$ cat src/hv_consts.svh
`ifndef HV_CONSTS_SVH
`define HV_CONSTS_SVH

// hypervector width
`define HV_DIM        256

// load stream, 32-bit words filling a vector from the bottom
`define HV_WORD       32
`define HV_WORDS      8
`define HV_WORD_IDX_W 3

// item memory depth and address
`define HV_ITEMS      64
`define HV_ADDR_W     6

// round-robin threads
`define HV_THREADS    5
`define HV_THREAD_W   3

// instruction argument, also the rotate amount
`define HV_ARG_W      8

`endif

$ cat src/hv_pkg.sv
`include "hv_consts.svh"

package hv_pkg;

    // one operation per instruction
    typedef enum logic [2:0] {
        OP_NOP   = 3'd0,
        OP_LOAD  = 3'd1,
        OP_ROT   = 3'd2,
        OP_BIND  = 3'd3,
        OP_COPY  = 3'd4,
        OP_STORE = 3'd5,
        OP_LAST  = 3'd6
    } hv_op_e;

    // arg low bits give the item address for OP_LOAD
    // and the rotate-left amount for OP_ROT
    typedef struct packed {
        hv_op_e                 op;
        logic [`HV_ARG_W-1:0]   arg;
    } hv_inst_t;

    // item memory write request, en is a single-cycle strobe
    typedef struct packed {
        logic                   en;
        logic [`HV_ADDR_W-1:0]  addr;
        logic [`HV_DIM-1:0]     vec;
    } hv_item_wr_t;

    // core output, vec is zero unless store is high
    typedef struct packed {
        logic                   store;
        logic                   last;
        logic [`HV_DIM-1:0]     vec;
    } hv_result_t;

endpackage

$ cat src/hv_exec_core.sv
`timescale 1ns/1ps

`include "hv_consts.svh"

module hv_exec_core (
    input  logic                    clk,
    input  logic                    arst_n,
    input  logic                    run,
    input  logic                    inst_valid,
    input  hv_pkg::hv_inst_t        inst,
    output logic [`HV_ADDR_W-1:0]   rd_addr,
    input  logic [`HV_DIM-1:0]      rd_vec,
    output hv_pkg::hv_result_t      result
);

    import hv_pkg::*;

    localparam logic [`HV_THREAD_W-1:0] LAST_THREAD = `HV_THREAD_W'(`HV_THREADS - 1);

    // thread that owns the next accepted instruction
    logic [`HV_THREAD_W-1:0]    thread_cnt;

    // stage 1
    logic                       s1_valid;
    hv_inst_t                   s1_inst;
    logic [`HV_THREAD_W-1:0]    s1_thread;

    // stage 2
    logic                       s2_valid;
    hv_inst_t                   s2_inst;
    logic [`HV_THREAD_W-1:0]    s2_thread;
    logic [`HV_DIM-1:0]         s2_acc;
    logic [`HV_DIM-1:0]         s2_aux;

    // per-thread vector registers
    logic [`HV_DIM-1:0]         acc_regs [`HV_THREADS];
    logic [`HV_DIM-1:0]         aux_regs [`HV_THREADS];

    // execute
    logic                       exec_valid;
    logic [2*`HV_DIM-1:0]       rot_wide;
    logic [`HV_DIM-1:0]         acc_next;
    logic                       acc_we;
    logic                       aux_we;
    hv_result_t                 result_next;

    // round robin over the threads, restarts at 0 with run
    always_ff @(posedge clk or negedge arst_n) begin
        if (!arst_n) begin
            thread_cnt <= '0;
        end else if (!run) begin
            thread_cnt <= '0;
        end else if (inst_valid) begin
            if (thread_cnt == LAST_THREAD) begin
                thread_cnt <= '0;
            end else begin
                thread_cnt <= thread_cnt + 1'b1;
            end
        end
    end

    always_ff @(posedge clk or negedge arst_n) begin
        if (!arst_n) begin
            s1_valid <= 1'b0;
            s2_valid <= 1'b0;
        end else begin
            s1_valid <= run & inst_valid;
            s2_valid <= run & s1_valid;
        end
    end

    // payload of both stages, thread registers read here
    always_ff @(posedge clk) begin
        s1_inst   <= inst;
        s1_thread <= thread_cnt;
        s2_inst   <= s1_inst;
        s2_thread <= s1_thread;
        s2_acc    <= acc_regs[s1_thread];
        s2_aux    <= aux_regs[s1_thread];
    end

    // item read issued from stage 1 so rd_vec lines up with stage 2
    assign rd_addr = s1_inst.arg[`HV_ADDR_W-1:0];

    assign exec_valid = run & s2_valid;

    always_comb begin
        // rotate left through a doubled copy
        rot_wide    = {s2_acc, s2_acc} << s2_inst.arg;
        acc_next    = s2_acc;
        acc_we      = 1'b0;
        aux_we      = 1'b0;
        result_next = '0;
        if (exec_valid) begin
            case (s2_inst.op)
                OP_LOAD: begin
                    acc_next = rd_vec;
                    acc_we   = 1'b1;
                end
                OP_ROT: begin
                    acc_next = rot_wide[2*`HV_DIM-1 -: `HV_DIM];
                    acc_we   = 1'b1;
                end
                OP_BIND: begin
                    acc_next = s2_acc ^ s2_aux;
                    acc_we   = 1'b1;
                end
                OP_COPY: begin
                    aux_we = 1'b1;
                end
                OP_STORE: begin
                    result_next.store = 1'b1;
                    result_next.vec   = s2_acc;
                end
                OP_LAST: begin
                    result_next.last = 1'b1;
                end
                default: begin
                    // nop keeps everything
                end
            endcase
        end
    end

    // write-back to the owning thread
    always_ff @(posedge clk) begin
        if (acc_we) begin
            acc_regs[s2_thread] <= acc_next;
        end
        if (aux_we) begin
            aux_regs[s2_thread] <= s2_acc;
        end
    end

    // output register, zero outside store and last cycles
    always_ff @(posedge clk or negedge arst_n) begin
        if (!arst_n) begin
            result <= '0;
        end else begin
            result <= result_next;
        end
    end

endmodule

$ cat config.mk
export PLATFORM = sky130hd
export DESIGN_NAME = hv_exec_core
export DESIGN_NICKNAME = d
export VERILOG_FILES = /design/src/hv_pkg.sv /design/src/hv_exec_core.sv
export VERILOG_INCLUDE_DIRS = /design/src
export SDC_FILE = /design/constraint.sdc
export NUM_CORES = 2
export LEC_CHECK = 0
export BUFFER_PORTS_ARGS = -buffer_cell sky130_fd_sc_hd__buf_2
export CORE_MARGIN = 3
export CORE_UTILIZATION = 33
export CTS_BUF_LIST = sky130_fd_sc_hd__clkbuf_4 sky130_fd_sc_hd__clkbuf_8
export CTS_CLUSTER_DIAMETER = 60
export DETAILED_ROUTE_END_ITERATION = 7
export PLACE_DENSITY = 0.59
export SYNTH_ARGS = -nofsm -noshare
export SYNTH_HDL_FRONTEND = slang
export SYNTH_SLANG_ARGS = --single-unit
$ cat constraint.sdc
create_clock -name clk -period 27.4 [get_ports clk]
set_input_delay 5.48 -clock clk [delete_from_list [all_inputs] [get_ports clk]]
set_output_delay 5.48 -clock clk [all_outputs]
set_load 0.02 [all_outputs]
* Word-level counts from Yosys, hierarchy flattened
Memory sizes are Yosys's and may differ from the RTL's. A register that Yosys moved wholly into a read port is not among the register bits.
Index checks and enable logic that the tools add are counted.
** Word-level totals
- Logic and storage cells :: 46
- Bits in registers :: 291
- Input bits :: 271
- RAM bits :: 2560
- Memories :: 2
** Operators by class
- Eq/ne operators :: 8
- Bitwise operators :: 4
- Add/subtract/negate cells :: 1
- Reductions and logical operators :: 1
- Shift operators :: 1
- Multiplexer cells :: 17
** Memory list
- acc_regs :: depth 5, bits a word 256, rd ports 1, clocked after Yosys merged registers in 1, write ports 1, line hv_exec_core.sv:36 : logic [`HV_DIM-1:0] acc_regs [`HV_THREADS];
- aux_regs :: depth 5, bits a word 256, rd ports 1, clocked after Yosys merged registers in 1, write ports 1, line hv_exec_core.sv:37 : logic [`HV_DIM-1:0] aux_regs [`HV_THREADS];
** Operators by type and width (count)
- 256-bit case mux with 3 select lines :: 1
- 256-bit 2-to-1 mux :: 2
- 512-bit by 8-bit left shift with 512-bit output :: 1
- 258-bit 2-to-1 mux :: 1
- 256-bit XOR :: 1
- 3-bit equality test, second input constant :: 4
- 1-bit 2-to-1 mux :: 10
- 3-bit 2-to-1 mux :: 3
- 3-bit by 2-bit equality test with 1-bit output, second input constant :: 2
- 3-bit by 1-bit adder with 3-bit output, second input constant :: 1
- 1-bit bitwise AND :: 3
- 3-bit by 1-bit equality test with 1-bit output, second input constant :: 1
- 3-bit OR reduction :: 1
- 2-bit by 1-bit != test with 1-bit output, second input constant :: 1

* Longest topological paths before layout
- Depth after elaboration :: 6
- Depth in mapped cells :: 10

* Worst setup path after synthesis
No wires, ideal clock.
- Kind :: input-to-reg
- Start :: input port run
- End :: memory acc_regs[0][0] in the netlist's numbering (enable)
- Path slack :: -4572 ps
- Cell stages on the path :: 6
- Arrival time :: 30472 ps
- Library setup time :: 1500 ps
- Cells stage by stage :: nand2_1 -> or3_1 -> clkbuf_1 -> clkbuf_1 -> buf_1 -> nor4_1
** Between the ends
- Longest elaborated chain between the ends :: 4
** Ends and longest elaborated chain
- from (decl) :: line hv_exec_core.sv:8 : input logic run,
- 1-bit bitwise AND :: line hv_exec_core.sv:85 : assign exec_valid = run & s2_valid;
- 1-bit 2-to-1 mux :: line hv_exec_core.sv:94 : if (exec_valid) begin
- 1-bit 2-to-1 mux :: line hv_exec_core.sv:127 : if (acc_we) begin
- 1-bit 2-to-1 mux (implied by the code) :: line hv_exec_core.sv:128 : acc_regs[s2_thread] <= acc_next;
- to (decl) :: line hv_exec_core.sv:36
Every way passes these cells.

* Final worst setup path
- Start :: input port run
- End :: memory acc_regs[3][214] in the netlist's numbering (enable)
Same word-level chain as after synthesis.

==> impl_metrics.yaml <==
critical_path:
  cp.required_ns: 28.19
  critical-path-max-stage-delay_ns: 0.87
  startpoint_type: "input pin"
  path_common_cell: "sky130_fd_sc_hd__buf_4"
  worstSetupEndpointType: "flop"
  crit_arrival_ns: 10.06
  critical_path.cell_chain: "buf_2, nand2_1, or3_4, buf_4, nor2_4, buf_4, buf_4, buf_4"
  type_of_the_worst_setup_path: "input pin to flop"
  cp.buffers_inverters: 5
  slowest_stage: "sky130_fd_sc_hd__buf_4"
  cp_max_fo: 59
  critPathTopFamily: "buffers and inverters"
status:
  status: "finished, violations left"
  violations_in_the_final_reports: "max-capacitance violations, max-slew violations"
synthesis:
  synth.top_cells.by_area: "sky130_fd_sc_hd__edfxtp_1 53%, sky130_fd_sc_hd__mux4_2 18%, sky130_fd_sc_hd__dfxtp_1 7.4%"
  number_of_synthesized_flops_with_an_enable_pin: 2560
  postSynthRegisterBits: 3363
  syn_avg_cell_area_sq_um: 18.5
  synth_top_area_share_pct: 52.7
  yosysTopAreaCell: "sky130_fd_sc_hd__edfxtp_1"
  synth_fp_nets: 8167
  synth_area_sq_um: 146000
  syn_inst: 7894
  synthArstFlopShare_pct: 7.82
  synth-seq-area-share_pct: 64.6
  yosysWarnings: 0
  yosys.cell_types.count: 50
  synth.cells.most_frequent: "2,560 x sky130_fd_sc_hd__edfxtp_1, 1,138 x sky130_fd_sc_hd__mux4_2, 663 x sky130_fd_sc_hd__mux2_2"
  most_frequently_used_cell_type_in_the_post_synthesis_netlist: "sky130_fd_sc_hd__edfxtp_1"
  synth_flop_cell: "sky130_fd_sc_hd__edfxtp_1"
drt:
  drc_errors: 0
  vias: 91400
  drt_pre_antenna_iters: 6
  detail-route-antenna-nets: 0
  avgViaCountPerCell: 6.09
  post_drt_wl_per_cell_microns: 41.2
  route.final.wire_length_microns: 618000
  drt_iter0_drcs: 13800
global_routing:
  maximum_number_of_pins_on_one_net_before_global_route_repair: 105
  grt_pass1_vias: 89000
  grt-ovfl-total: 0
  initial_antenna_violation_count: 105
  grt_pass1_wl_microns: 821000
  total_routing_resource_utilization_after_global_routing_pct: 26.7
place:
  port_buffers: 534
  gp_routability_congestion: 1.04
  dpl.hpwl_microns: 433000
sta:
  timing.fmax_mhz: 108
  finalHoldViolCount: 0
  relSlewSlack_pct: -10.9
  report.final.slew_viol_count: 13
  setup-violations-final: 0
  finalSetupTns_ns: 0
  clock_skew_ns: 0.103
  rsz0062_at_grt: "false"
  time_the_worst_path_needs_with_i_o_delays_and_setup_ns: 9.26
  layout_worst_path_cycle_share_pct: 33.8
  worst_pin_slew_ns: 1.62
clock_network:
  cts_repair_resized_insts: 0
  cts.htree.levels: 6
  cts.hold.buffers_added: 0
  numCtsBuffers: 559
  path_clk_slew_ns: 0.06
  cts_max_path_buffers: 4
  numClockSinks: 3363
  clock_latency_ns: 1.24
  root_buffer: "sky130_fd_sc_hd__clkbuf_8"
  tritoncts: "yes"
  cts_setup_buffers: 0
die:
  die_y_microns: 671
  die_area_sq_um: 450000
  floorplan.io_pins: 535
  design.core.area_sq_um: 439000
  start_util_pct: 33.2
  fp-row-count: 243
  die-width_microns: 671
finish:
  syn2layout_area_growth_pct: 15.0
  fin_nets: 8884
  final_layout_size_suffix_gt1_share_pct: 40.1
power_and_ir_drop:
  leakagePower_uw: 0.0563
  power.density_nw_per_um2: 73.7
  report.power.total_uw: 12400
  irDropWorstVdd_mv: 0.0517
hold_path:
  timing.hold.worst.class: "flop to flop"
run:
  drv.max_cap_violation_count: 4
worst paths after layout:
kind / slack [ns] / start / cells after the start / endpoint
hold / removal: 0.33 / s1_inst[10]$_DFF_P_ / 0 / s2_inst[10]$_DFF_P_
hold reg to reg: 0.33 / s1_inst[10]$_DFF_P_ / 0 / s2_inst[10]$_DFF_P_
min in group asynchronous: 4.20 / arst_n / 1 / result[249]$_DFF_PN0_
setup / recovery: 18.14 / run / 8 / acc_regs[3][214]$_DFFE_PP_
setup reg to reg: 20.83 / s2_inst[1]$_DFF_P_ / 8 / acc_regs[4][89]$_DFFE_PP_
max in group asynchronous: 21.17 / arst_n / 3 / result[59]$_DFF_PN0_
per-stage QoR:
step	std cells	util, %	hold WS [ns]	instance area (sq um)	setup slack [ns]
after CTS	15000	38.2	0.333	168000	18.23
final	15000	38.2	0.330	168000	18.14
after detailed placement	13900	35.4	0.318	156000	16.99
after global placement	13900	35.4	0.320	156000	17.01
after global routing	15000	38.2	0.348	168000	18.08
after floorplan	7894	-	0.310	146000	6.30
per-layer routing:
metal  vias to the layer above  share of wire [%]  track usage (%)
li1                      34600                  -                -
met1                     49000                 38             34.6
met2                      6430                 45             41.0
met3                      1326                 11             7.33
met4                        38                6.2             13.9
met5                         -              0.045                0
where the power goes:
| group | leakage (uW) | switching, uW | internal (uW) |
|---|---|---|---|
| logic | 0.0187 | 1270 | 592 |
| clock network | 0.00638 | 2100 | 2600 |
| registers | 0.0312 | 223 | 5600 |
kinds of logic (layout without fill, tap and decap cells):
logic type | after synthesis | count (layout) | synth area share, %
AO/OA/AOI/OAI | 859 | 859 | 5.07
XOR/XNOR | 256 | 256 | 1.54
adder cells (fa/ha/maj) | 2 | 2 | 0.0171
buffers and inverters | 624 | 1809 | 1.81
flip-flops | 3363 | 3363 | 64.6
multiplexers | 2015 | 2015 | 24.2
other | 0 | 55 | 0
AND/OR/NAND/NOR | 775 | 775 | 2.78
sequential cells by signal, summed over array words and instances (netlist names), 5 cells and up:
signal / count
acc_regs: 1280
aux_regs: 1280
result: 258
s2_acc: 256
s2_aux: 256
s2_inst: 11
rd_addr: 6
s1_inst: 5
layout by cell type, fill, tap and decap left out, drive strengths merged, types with 7 or more instances in the layout:
master	Yosys	final
a211oi	22	22
nand2	12	12
a2111oi	12	12
diode	0	55
nor3	124	124
edfxtp	2560	2560
nand3	9	9
a21oi	26	26
mux2	666	666
xor2	255	255
dfxtp	540	540
nor2	247	247
clkinv	0	110
inv	5	44
a31oi	12	12
mux2i	211	211
a22oi	7	7
clkbuf	404	860
a221oi	48	48
a221o	207	207
and2	271	271
a22o	54	54
bufinv	0	14
o32a	190	190
o22ai	201	201
mux4	1138	1138
o21ai	16	16
o22a	54	54
or4	8	8
buf	215	775
nor4	86	86
dfrtp	263	263
cell type report:
type | count | area [sq um]
diodes | 55 | 138
clock buffers | 860 | 10400
clock inverters | 169 | 1620
fillers | 40100 | 272000
inverters | 5 | 28.8
multi-input cells | 3907 | 49300
flip-flops and latches | 3363 | 94300
well taps | 5880 | 7360
repair buffers | 775 | 4620
(Power assumes the default switching activity.)
