===== src/hv_consts.svh =====
`ifndef HV_CONSTS_SVH
`define HV_CONSTS_SVH

// hypervector width
`define HV_DIM        256

// load stream, 32-bit words filling a vector from the bottom
`define HV_WORD       32
`define HV_WORDS      8
`define HV_WORD_IDX_W 3

// item memory depth and address
`define HV_ITEMS      64
`define HV_ADDR_W     6

// round-robin threads
`define HV_THREADS    5
`define HV_THREAD_W   3

// instruction argument, also the rotate amount
`define HV_ARG_W      8

`endif


===== src/hv_pkg.sv =====
`include "hv_consts.svh"

package hv_pkg;

    // one operation per instruction
    typedef enum logic [2:0] {
        OP_NOP   = 3'd0,
        OP_LOAD  = 3'd1,
        OP_ROT   = 3'd2,
        OP_BIND  = 3'd3,
        OP_COPY  = 3'd4,
        OP_STORE = 3'd5,
        OP_LAST  = 3'd6
    } hv_op_e;

    // arg low bits give the item address for OP_LOAD
    // and the rotate-left amount for OP_ROT
    typedef struct packed {
        hv_op_e                 op;
        logic [`HV_ARG_W-1:0]   arg;
    } hv_inst_t;

    // item memory write request, en is a single-cycle strobe
    typedef struct packed {
        logic                   en;
        logic [`HV_ADDR_W-1:0]  addr;
        logic [`HV_DIM-1:0]     vec;
    } hv_item_wr_t;

    // core output, vec is zero unless store is high
    typedef struct packed {
        logic                   store;
        logic                   last;
        logic [`HV_DIM-1:0]     vec;
    } hv_result_t;

endpackage


===== src/hv_item_loader.sv =====
`timescale 1ns/1ps

`include "hv_consts.svh"

module hv_item_loader (
    input  logic                    clk,
    input  logic                    arst_n,
    input  logic                    com,
    input  logic                    word_valid,
    input  logic [`HV_WORD-1:0]     word_data,
    output hv_pkg::hv_item_wr_t     item_wr
);

    localparam logic [`HV_WORD_IDX_W-1:0] LAST_WORD = `HV_WORD_IDX_W'(`HV_WORDS - 1);

    logic [`HV_WORD_IDX_W-1:0]  word_idx;
    logic [`HV_ADDR_W-1:0]      item_addr;
    logic                       wr_en;
    logic [`HV_DIM-1:0]         asm_vec;

    // word counter, item address and write strobe
    always_ff @(posedge clk or negedge arst_n) begin
        if (!arst_n) begin
            word_idx  <= '0;
            item_addr <= '0;
            wr_en     <= 1'b0;
        end else if (!com) begin
            word_idx  <= '0;
            item_addr <= '0;
            wr_en     <= 1'b0;
        end else begin
            // strobe follows the last word of a vector
            wr_en <= word_valid && (word_idx == LAST_WORD);
            if (word_valid) begin
                if (word_idx == LAST_WORD) begin
                    word_idx <= '0;
                end else begin
                    word_idx <= word_idx + 1'b1;
                end
            end
            // next item once the current one is written, wraps at 64
            if (wr_en) begin
                item_addr <= item_addr + 1'b1;
            end
        end
    end

    // assembly register, each word lands in its own slice
    always_ff @(posedge clk) begin
        if (com && word_valid) begin
            asm_vec[word_idx*`HV_WORD +: `HV_WORD] <= word_data;
        end
    end

    assign item_wr = '{en: wr_en, addr: item_addr, vec: asm_vec};

endmodule


===== config.mk =====
export PLATFORM = sky130hd
export DESIGN_NAME = hv_item_loader
export DESIGN_NICKNAME = d
export VERILOG_FILES = /design/src/hv_pkg.sv /design/src/hv_item_loader.sv
export VERILOG_INCLUDE_DIRS = /design/src
export SDC_FILE = /design/constraint.sdc
export NUM_CORES = 1
export LEC_CHECK = 0
export BUFFER_PORTS_ARGS = -buffer_cell sky130_fd_sc_hd__buf_4
export CAP_MARGIN = 20
export CORE_UTILIZATION = 51
export CTS_CLUSTER_DIAMETER = 80
export DETAILED_ROUTE_END_ITERATION = 16
export PLACE_DENSITY_LB_ADDON = 0.12
export SETUP_SLACK_MARGIN = 0.3
export SLEW_MARGIN = 20
export SYNTH_ARGS = -nofsm -noshare
export SYNTH_HDL_FRONTEND = slang
export SYNTH_SLANG_ARGS = --single-unit

===== constraint.sdc =====
create_clock -name clk -period 4.6 [get_ports clk]
set_clock_uncertainty 0.15 [all_clocks]
set_input_delay 0.46 -clock clk [delete_from_list [all_inputs] [get_ports clk]]
set_output_delay 0.46 -clock clk [all_outputs]
set_load 0.02 [all_outputs]

# Word level (Yosys, flattened, before mapping)
# Cells that the tools add are included.
# word_totals
output_inout_bits,263
reg_bits,266
inputBits,36
word_cells,21
# op_classes
eq_ne,3
mux,7
n_shift,2
n_addsub,3
n_reduce_logical,2
# op_table
op,count
bitwise mux 256 bit,1
"variable shift 32 x 34 -> 256 bit, first input constant",1
indexed part select 32 x 34 -> 256 bit,1
negator 8 -> 34 bit,1
two-way mux 6 bit,2
two-way mux 3 bit,3
"adder 6 x 1 -> 6 bit, second input constant",1
"inequality test 2 x 1 -> 1 bit, second input constant",2
"adder 3 x 1 -> 3 bit, second input constant",1
"== test 3 bit, second input constant",1
logical AND 1 bit,2
two-way mux 1 bit,1

# Depth between registers and ports, before layout
# Gate-level depths: netlist of run 1.
# depth
word_depth,4
ltp_mapped,8
depth_no_buf,6

# Worst setup path before layout of run 1
# OpenSTA, ideal clock, no wires.
# synth_timing
path_type,register to register
startpoint,"reg, netlist name word_idx[0]"
endpoint,reg asm_vec[224] (enable)
required_time_ns,3.989
t_arrival_ns,3.569
setup_ns,0.461
synth_period_minus_slack_ns,4.180
path_buffers,0
path_stages_with_launch,6
path_slack_ns,0.420
path_cell_list,dfrtp_1 > inv_1 > ha_1 > ha_1 > or3_1 > nor3_1
# synth_lines
element,line_no,text
"to (signal, indexed assignment)",hv_item_loader.sv:51,asm_vec[word_idx*`HV_WORD +: `HV_WORD] <= word_data;
to (decl),hv_item_loader.sv:19,logic [`HV_DIM-1:0] asm_vec;

==> flow_summary.ini, run 1 <==
[sta]
tightest_slew_ns = 1.04
period_needed_ns = 3.25
post-route-period-util_pct = 70.6
timing.setup.tns_ns = 0
final-setup-viol-count = 0
max_freq_mhz = 308
finalHoldViolCount = 0
rsz0062_at_grt = false
relSlewSlack_pct = 30.4
maxSlewViolCount = 0

[power]
leakagePower_nw = 5.08
irDropWorstVdd_mv = 0.304
power.density_nw_per_um2 = 379

[worst_setup_path]
critPathRequiredTime_ns = 4.58
critPathTopFamily = simple AND/OR/NAND/NOR gates
ff2ff_setup_slack_ns = 1.35
crit_buf_inv = 1
worst_path_max_delay_cell = nor2_4
crit_path_cell_trace = inv_1 > ha_1 > ha_1 > or4_1 > nor2_4
rr_endpoint = asm_vec[81]
crit_fanout = 32
crit_top_cell = ha_1
crit_type = flop to flop
cp-end-kind = flop
crit_arrival_ns = 3.23
r2r_cells = 5
max_stage_delay_ns = 0.83
crit_path_start_kind = flop
reg2reg_from = word_idx[0]

[detailed_routing]
drc = 0
wl_per_cell_um = 21.3
postRouteWirelength_um = 26100
vias = 6291
first_pass_iters = 5
drtIter0Drc = 439
ant_nets = 0
viasPerCell = 5.12

[yosys]
netlist_area_um2 = 9890
syn_nets = 687
synthCells = 645
async_reset_ff_share_pct = 3.76
syn_area_per_cell_um2 = 15.3
ys_ff_latch = 266
synth-edff-count = 256
yosysWarningCount = 0
yosys.cell_types.count = 31
synth-main-ff-cell = edfxtp_1
seq_area_frac_synth_pct = 80.3

[clocking]
cts_setup_buffers = 0
clock-root-buffer = clkbuf_16
tritoncts = built
clock_latency_ns = 0.52
postCtsHoldBufs = 1
cts_resized = 0
htreeDepth = 1
cts_buffer_depth = 3
cts_made_buffers = 26
cts_num_sinks = 266
clkTransAtPathRegs_ns = 0.06

[layout]
nets = 993
antenna_cells = 0
final_area_um2 = 13400
final_cell_mix = buf_4, edfxtp_1, and2_1
area_delta_synth_final_pct = 35.1
final_common_cell = buf_4
drive_gt1_share_pct = 36.7

[global_routing]
overflow = 0
track_usage_pct = 26.4
grt_pass1_vias = 6278
grt_pass1_wl_um = 38400
antenna_found_initial = 0
grt_max_degree = 33

[place]
portBuffers = 298
dp_hpwl_um = 18000
gp_congestion = 0.814
place_area_um2 = 12500

[min_path]
min_path_cells = 2
hold_path.class = input pin to flop
min_to = word_idx[0]
hp-start = com

[run_status]
status = complete, no violations

[floorplan]
core_um2 = 18800
ios = 299
rows = 50
floorplan.initialDensity_pct = 52.5
die_x_um = 141
design.die.area_um2 = 19900
die_y_um = 141

[job]
cap_violations = 0
kinds of logic after synthesis:
family | Yosys count | share of synthesized area, %
buffers and inverters | 33 | 1.33
XOR/XNOR | 4 | 0.354
multiplexers | 2 | 0.202
adder cells (fa/ha/maj) | 6 | 0.759
AND/OR/NAND/NOR | 330 | 16.8
AO/OA/AOI/OAI | 4 | 0.266
flip-flops | 266 | 80.3
layer usage:
| metal | wire [µm] | share of wire, % | vias up | global-route usage (%) |
|---|---|---|---|---|
| li1 | - | - | 2838 | - |
| met1 | 9830 | 38 | 3093 | 32.6 |
| met2 | 13700 | 53 | 308 | 47.1 |
| met3 | 1740 | 6.7 | 52 | 4.38 |
| met4 | 819 | 3.1 | 0 | 9.21 |
| met5 | 0 | 0 | - | 0 |
state kept, by name, indices dropped and copies added (netlist names):
signal,flops
word_idx,3
item_addr,6
wr_en,1
asm_vec,256
Yosys cell counts (3+ instances only):
library cell | count | area [µm²]
dfrtp_1 | 10 | 250
buf_1 | 9 | 33.8
ha_1 | 6 | 75.1
nand2_1 | 38 | 143
nand2b_1 | 4 | 25.0
clkbuf_1 | 17 | 63.8
clkbuf_2 | 3 | 15.0
nor2b_1 | 4 | 25.0
nor2_1 | 137 | 514
inv_1 | 3 | 11.3
and2_1 | 133 | 832
xnor2_1 | 3 | 26.3
edfxtp_1 | 256 | 7690
per-stage QoR:
step | setup WS (ns) | power, mW | util (%) | hold WS [ns] | std cells
final | 1.35 | 5.07 | 70.9 | 0.0848 | 1229
after global routing | 1.20 | 5.19 | 70.9 | 0.0862 | 1229
after detailed placement | 1.35 | 2.98 | 66.3 | 0.154 | 1181
after global placement | 1.49 | 2.97 | 66.3 | 0.149 | 1181
after floorplan | 0.420 | 2.84 | - | 0.0144 | 645
after CTS | 1.33 | 5.10 | 70.9 | 0.0693 | 1228
worst max path at each step:
stage / slack, ns / cells past startpoint / startpoint / to
5_1_grt: 1.20 / 5 / word_idx[0] / asm_vec[216]
6_report: 1.35 / 5 / word_idx[0] / asm_vec[81]
4_1_cts: 1.33 / 6 / word_idx[0] / asm_vec[136]
2_1_floorplan: 0.42 / 5 / word_idx[0] / asm_vec[224]
3_5_place_dp: 1.35 / 5 / word_idx[0] / asm_vec[81]
3_3_place_gp: 1.49 / 5 / word_idx[0] / asm_vec[216]
power by group:
| part | leakage (nW) | total (mW) | internal, mW | switching [mW] |
|---|---|---|---|---|
| combinational | 2.14 | 0.261 | 0.0876 | 0.174 |
| clock | 0.420 | 2.14 | 1.29 | 0.853 |
| sequential | 2.52 | 2.66 | 2.65 | 0.00943 |
| total | 5.08 | 5.07 | 4.03 | 1.04 |
worst reg2reg max path, cell delays in order, from the launching register on:
cell and delay (ns):
dfrtp_1 0.58, inv_1 0.14, ha_1 0.25, ha_1 0.22, or4_1 0.67, nor2_4 0.83
final cells by class:
| cell class | count | area, µm² |
|---|---|---|
| well taps | 260 | 325 |
| fillers | 1275 | 5470 |
| multi-input cells | 346 | 1910 |
| flip-flops and latches | 266 | 7940 |
| repair buffers | 308 | 2320 |
| clock buffers | 32 | 694 |
| inverters | 3 | 11.3 |
| clock inverters | 14 | 163 |
(Power assumes the default switching activity.)
==> run 2, diff against run 1 <==
ABC_AREA = 1   (was unset)
CORE_UTILIZATION = 47   (was 51)
clock period = 2.8 ns   (was 4.6 ns; I/O delays follow)
==> flow_summary.ini, run 2 <==
[global_routing]
grt_pass1_vias = 7107
grt_pass1_wl_um = 43800
gr-max-usage-layer = met2
overflow = 0
antenna_found_initial = 0
grtUsageMet1_pct = 35.0
grt_use_met3_pct = 9.10
track_usage_pct = 27.1
grt_use_met2_pct = 42.6
grt_max_degree = 66

[layout]
area_delta_synth_final_pct = 33.2
stdcell_count = 1418
final_area_um2 = 14000
nets = 1158
fin_util_pct = 64.0
final_common_cell = buf_4
largest_register = asm_vec
drive_gt1_share_pct = 33.7
largest_reg_flops = 256
top_regs = asm_vec (256), item_addr (6), word_idx (3)
fill_cells = 1709
final_cell_mix = buf_4, nor2_1, edfxtp_1

[place]
gp_congestion = 0.848
dp_hpwl_um = 20500
portBuffers = 298
dp_slack_ns = 0.355
dp_cells = 1360
place_area_um2 = 13000

[worst_setup_path]
endpoint = asm_vec[204]
worst_path_max_delay_cell = buf_4
critPathRequiredTime_ns = 2.83
reg2reg_from = word_idx[0]
crit_path_cell_trace = inv_4 > buf_4 > nand4_1 > nor2_4 > buf_4
max_stage_delay_ns = 0.44
ff2ff_setup_slack_ns = 0.43
crit_buf_inv = 3
path_depth = 5
crit_type = flop to flop
crit_arrival_ns = 2.40
crit_fanout = 50
crit_top_cell = buf_4
crit_path_start_kind = flop
crit_start = word_idx[0]
r2r_cells = 5
cp-end-kind = flop
rr_endpoint = asm_vec[204]
critPathTopFamily = buffers and inverters

[yosys]
netlist_area_um2 = 10500
syn_nets = 862
synthCells = 820
async_reset_ff_share_pct = 3.76
seq_area_frac_synth_pct = 75.6
yosys.area.top_type = edfxtp_1
synth_most_common_cell = nor2_1
yosys.cell_types.count = 21
synth_common_cells = nor2_1, edfxtp_1, nand3_1
ys_ff_latch = 266
synth-edff-count = 256
syn_area_per_cell_um2 = 12.8
synthTopCellsByArea = edfxtp_1, nor2_1, nand4_1
synth-main-ff-cell = edfxtp_1
yosysWarningCount = 0
synth_top_area_share_pct = 73.3

[clocking]
htreeDepth = 1
cts_made_buffers = 28
clock-root-buffer = clkbuf_16
tritoncts = built
clkTransAtPathRegs_ns = 0.06
clock_latency_ns = 0.53
cts_buffer_depth = 3
cts_num_sinks = 266
cts_setup_buffers = 0

[detailed_routing]
first_pass_iters = 6
vias = 7619
drtIter0Drc = 790
drc = 0
ant_nets = 0
postRouteWirelength_um = 31300
wl_per_cell_um = 22.1
viasPerCell = 5.37

[sta]
tightest_slew_ns = 0.730
maxSlewViolCount = 0
period_needed_ns = 2.37
post-route-period-util_pct = 84.6
finalHoldViolCount = 0
relSlewSlack_pct = 51.3
worst_slack_ns = 0.430
final-setup-viol-count = 0
timing.setup.tns_ns = 0
rsz0062_at_grt = false
max_freq_mhz = 422

[power]
irDropWorstVdd_mv = 0.477
power.density_nw_per_um2 = 618
leakagePower_nw = 5.58
pwr-share-comb_pct = 9.3
netSwitchingPower_mw = 2.10
clkPwrFrac_pct = 40.1
share_seq_of_total_power_pct = 50.6
intPower_mw = 6.53
p_sw_share_pct = 24.3

[floorplan]
design.die.area_um2 = 22900
die_x_um = 151
core_um2 = 21800
rows = 54
die_y_um = 151
floorplan.initialDensity_pct = 48.1
ios = 299

[job]
cap_violations = 0

[min_path]
hold_path.class = input pin to flop

[run_status]
status = complete, no violations
[run 2: through the flow]
stage | hold WS (ns) | power [mW]
floorplan | -0.166 | 4.97
global placement | -0.0278 | 5.23
detailed placement | -0.0262 | 5.24
CTS | 0.00112 | 8.65
global route | 0.00621 | 8.84
finish | 0.00512 | 8.63
[run 2: how the worst min path moves through the flow]
| stage | startpoint | end | slack [ns] | cells past startpoint |
|---|---|---|---|---|
| floorplan | arst_n | item_addr[0] | -0.17 | 0 |
| global placement | arst_n | item_addr[2] | -0.03 | 1 |
| detailed placement | arst_n | item_addr[4] | -0.03 | 1 |
| CTS | word_data[17] | asm_vec[17] | 0.001 | 3 |
| global route | word_data[28] | asm_vec[28] | 0.006 | 3 |
| finish | word_data[28] | asm_vec[28] | 0.005 | 3 |
[run 2: metal layers]
metal	up-vias	wire length [µm]
met5	-	0
met4	0	973
met3	58	4050
met2	456	14600
met1	3646	11700
li1	3459	-
[run 2: tightest hold or removal path: stages]
cell	delay, ns
buf_4	0.15
inv_1	0.05
nor2_1	0.09
[run 2: cells by family (layout without fill, tap and decap cells)]
family,count (synthesis),count (layout),synth area share [%]
buffers and inverters,108,425,4.85
flip-flops,266,266,75.6
AO/OA/AOI/OAI,9,9,0.429
adder cells (fa/ha/maj),6,6,0.715
AND/OR/NAND/NOR,431,431,18.4
other,0,1,0
[run 2: power by group through the flow]
| stage | sequential, mW | combinational (mW) | clock (mW) |
|---|---|---|---|
| 2_1_floorplan | 4.48 | 0.492 | 0 |
| 3_3_place_gp | 4.45 | 0.779 | 0 |
| 3_5_place_dp | 4.45 | 0.790 | 0 |
| 4_1_cts | 4.37 | 0.801 | 3.48 |
| 5_1_grt | 4.37 | 0.858 | 3.62 |
| 6_report | 4.37 | 0.807 | 3.46 |
[run 2: layout make-up]
class	count	area [µm²]	area share (%)
multi-input combinational	446	2140	15.3
clock buffer	34	744	5.33
inverter	47	181	1.30
clock inverter	17	111	0.797
timing repair buffer	327	2510	17.9
tap	280	350	2.51
sequential	266	7940	56.8
antenna	1	2.50	0.0179
[run 2: repair_timing]
action / CTS / global route
hold buffers: 6 / 0
hold endpoints to repair: 22 / 0
setup endpoints to repair: 0 / 96
resized for setup: 0 / 3
==> run 3, diff against run 2 <==
ABC_AREA = 0   (was 1)
CORE_UTILIZATION = 51   (was 47)
clock period = 2.4 ns   (was 2.8 ns; I/O delays follow)
==> flow_summary.ini, run 3 (synthesized netlist as in run 1, its figures left out) <==
[layout]
nets = 1093
area_delta_synth_final_pct = 53.7
fin_util_pct = 80.7
top_regs = asm_vec (256), item_addr (6), word_idx (3)
final_common_cell = buf_4
final_area_um2 = 15200
final_cell_mix = buf_4, edfxtp_1, and2_1
stdcell_count = 1331
drive_gt1_share_pct = 44.9
largest_register = asm_vec
largest_reg_flops = 256

[place]
dp_cells = 1195
place_area_um2 = 12800
portBuffers = 298
gp_congestion = 0.839
dp_slack_ns = -0.153
dp_hpwl_um = 18200

[worst_setup_path]
crit_path_start_kind = flop
cp-end-kind = flop
crit_fanout = 8
crit_type = flop to flop
critPathRequiredTime_ns = 2.49
crit_arrival_ns = 2.37
r2r_cells = 7

[detailed_routing]
postRouteWirelength_um = 30700
wl_per_cell_um = 23.0
drc = 0
drtIter0Drc = 554
vias = 6942
viasPerCell = 5.22
first_pass_iters = 6
ant_nets = 0

[global_routing]
overflow = 0
grt_max_degree = 33
antenna_found_initial = 0
grt_pass1_vias = 6704
grt_pass1_wl_um = 40400
track_usage_pct = 27.8

[sta]
tightest_slew_ns = 0.568
post-route-period-util_pct = 95.1
finalHoldViolCount = 0
final-setup-viol-count = 0
max_freq_mhz = 438
period_needed_ns = 2.28
relSlewSlack_pct = 62.1
maxSlewViolCount = 0
worst_slack_ns = 0.117
fin_hold_ws_ns = 0.418
rsz0062_at_grt = true
timing.setup.tns_ns = 0

[clocking]
cts_buffer_depth = 3
clkTransAtPathRegs_ns = 0.06
htreeDepth = 1
tritoncts = built
cts_made_buffers = 27
clock_latency_ns = 0.52
clock-root-buffer = clkbuf_16
cts_num_sinks = 266

[min_path]
min_path_cells = 3
hold_path.class = input pin to flop

[floorplan]
die_y_um = 141
ios = 299
rows = 50
die_x_um = 141
design.die.area_um2 = 19900
floorplan.initialDensity_pct = 52.5
core_um2 = 18800

[power]
power.density_nw_per_um2 = 647
irDropWorstVdd_mv = 0.614
power_mw = 9.83
leakagePower_nw = 5.87

[job]
cap_violations = 0

[run_status]
status = complete, no violations
==> run 3: cell type report <==
type | count | area, µm²
flip-flops and latches | 266 | 7940
repair buffers | 406 | 3880
fillers | 1003 | 3630
multi-input cells | 347 | 2220
clock buffers | 38 | 717
well taps | 260 | 325
clock inverters | 10 | 97.6
inverters | 3 | 13.8
diodes | 1 | 2.50
==> run 3: what timing repair did <==
| item | in CTS | in global routing |
|---|---|---|
| gates resized for setup | 14 | 92 |
| buffers inserted | 13 | 11 |
| endpoints found under the hold margin | 162 | 0 |
| pin swaps | 4 | 12 |
| setup endpoints to repair | 511 | 485 |
| hold buffers | 36 | 0 |
| cloned | 6 | 21 |
==> run 3: final timing paths <==
path / startpoint / endpoint / slack [ns]
worst max-delay path: word_idx[0] / asm_vec[129] / 0.12
worst min-delay path: com / word_idx[1] / 0.42
worst max register to register: word_idx[0] / asm_vec[129] / 0.12
worst min register to register: item_addr[5] / item_addr[5] / 0.44
max in group asynchronous: arst_n / word_idx[0] / 1.13
min in group asynchronous: arst_n / word_idx[1] / 0.62
==> run 3: layer usage <==
layer  vias to the layer above  wire length, µm  global-route usage, %
met5                         -                0                      0
met1                      3409            11300                   34.3
met2                       409            15800                   50.1
met4                         0              979                   9.04
met3                        64             2550                   4.25
li1                       3060                -                      -
==> run 3: where the power goes <==
part	switching, mW	internal (mW)	total (mW)
registers	0.0162	5.09	5.10
clock network	1.66	2.28	3.95
logic	0.447	0.328	0.775
total	2.12	7.70	9.83
==> run 3: worst max-delay path, cell delays in order (launching register included) <==
cell and delay (ns):
dfrtp_2 0.40, inv_4 0.06, ha_4 0.17, ha_4 0.17, or4_4 0.58, nor2_4 0.16, buf_6 0.15, clkbuf_16 0.16
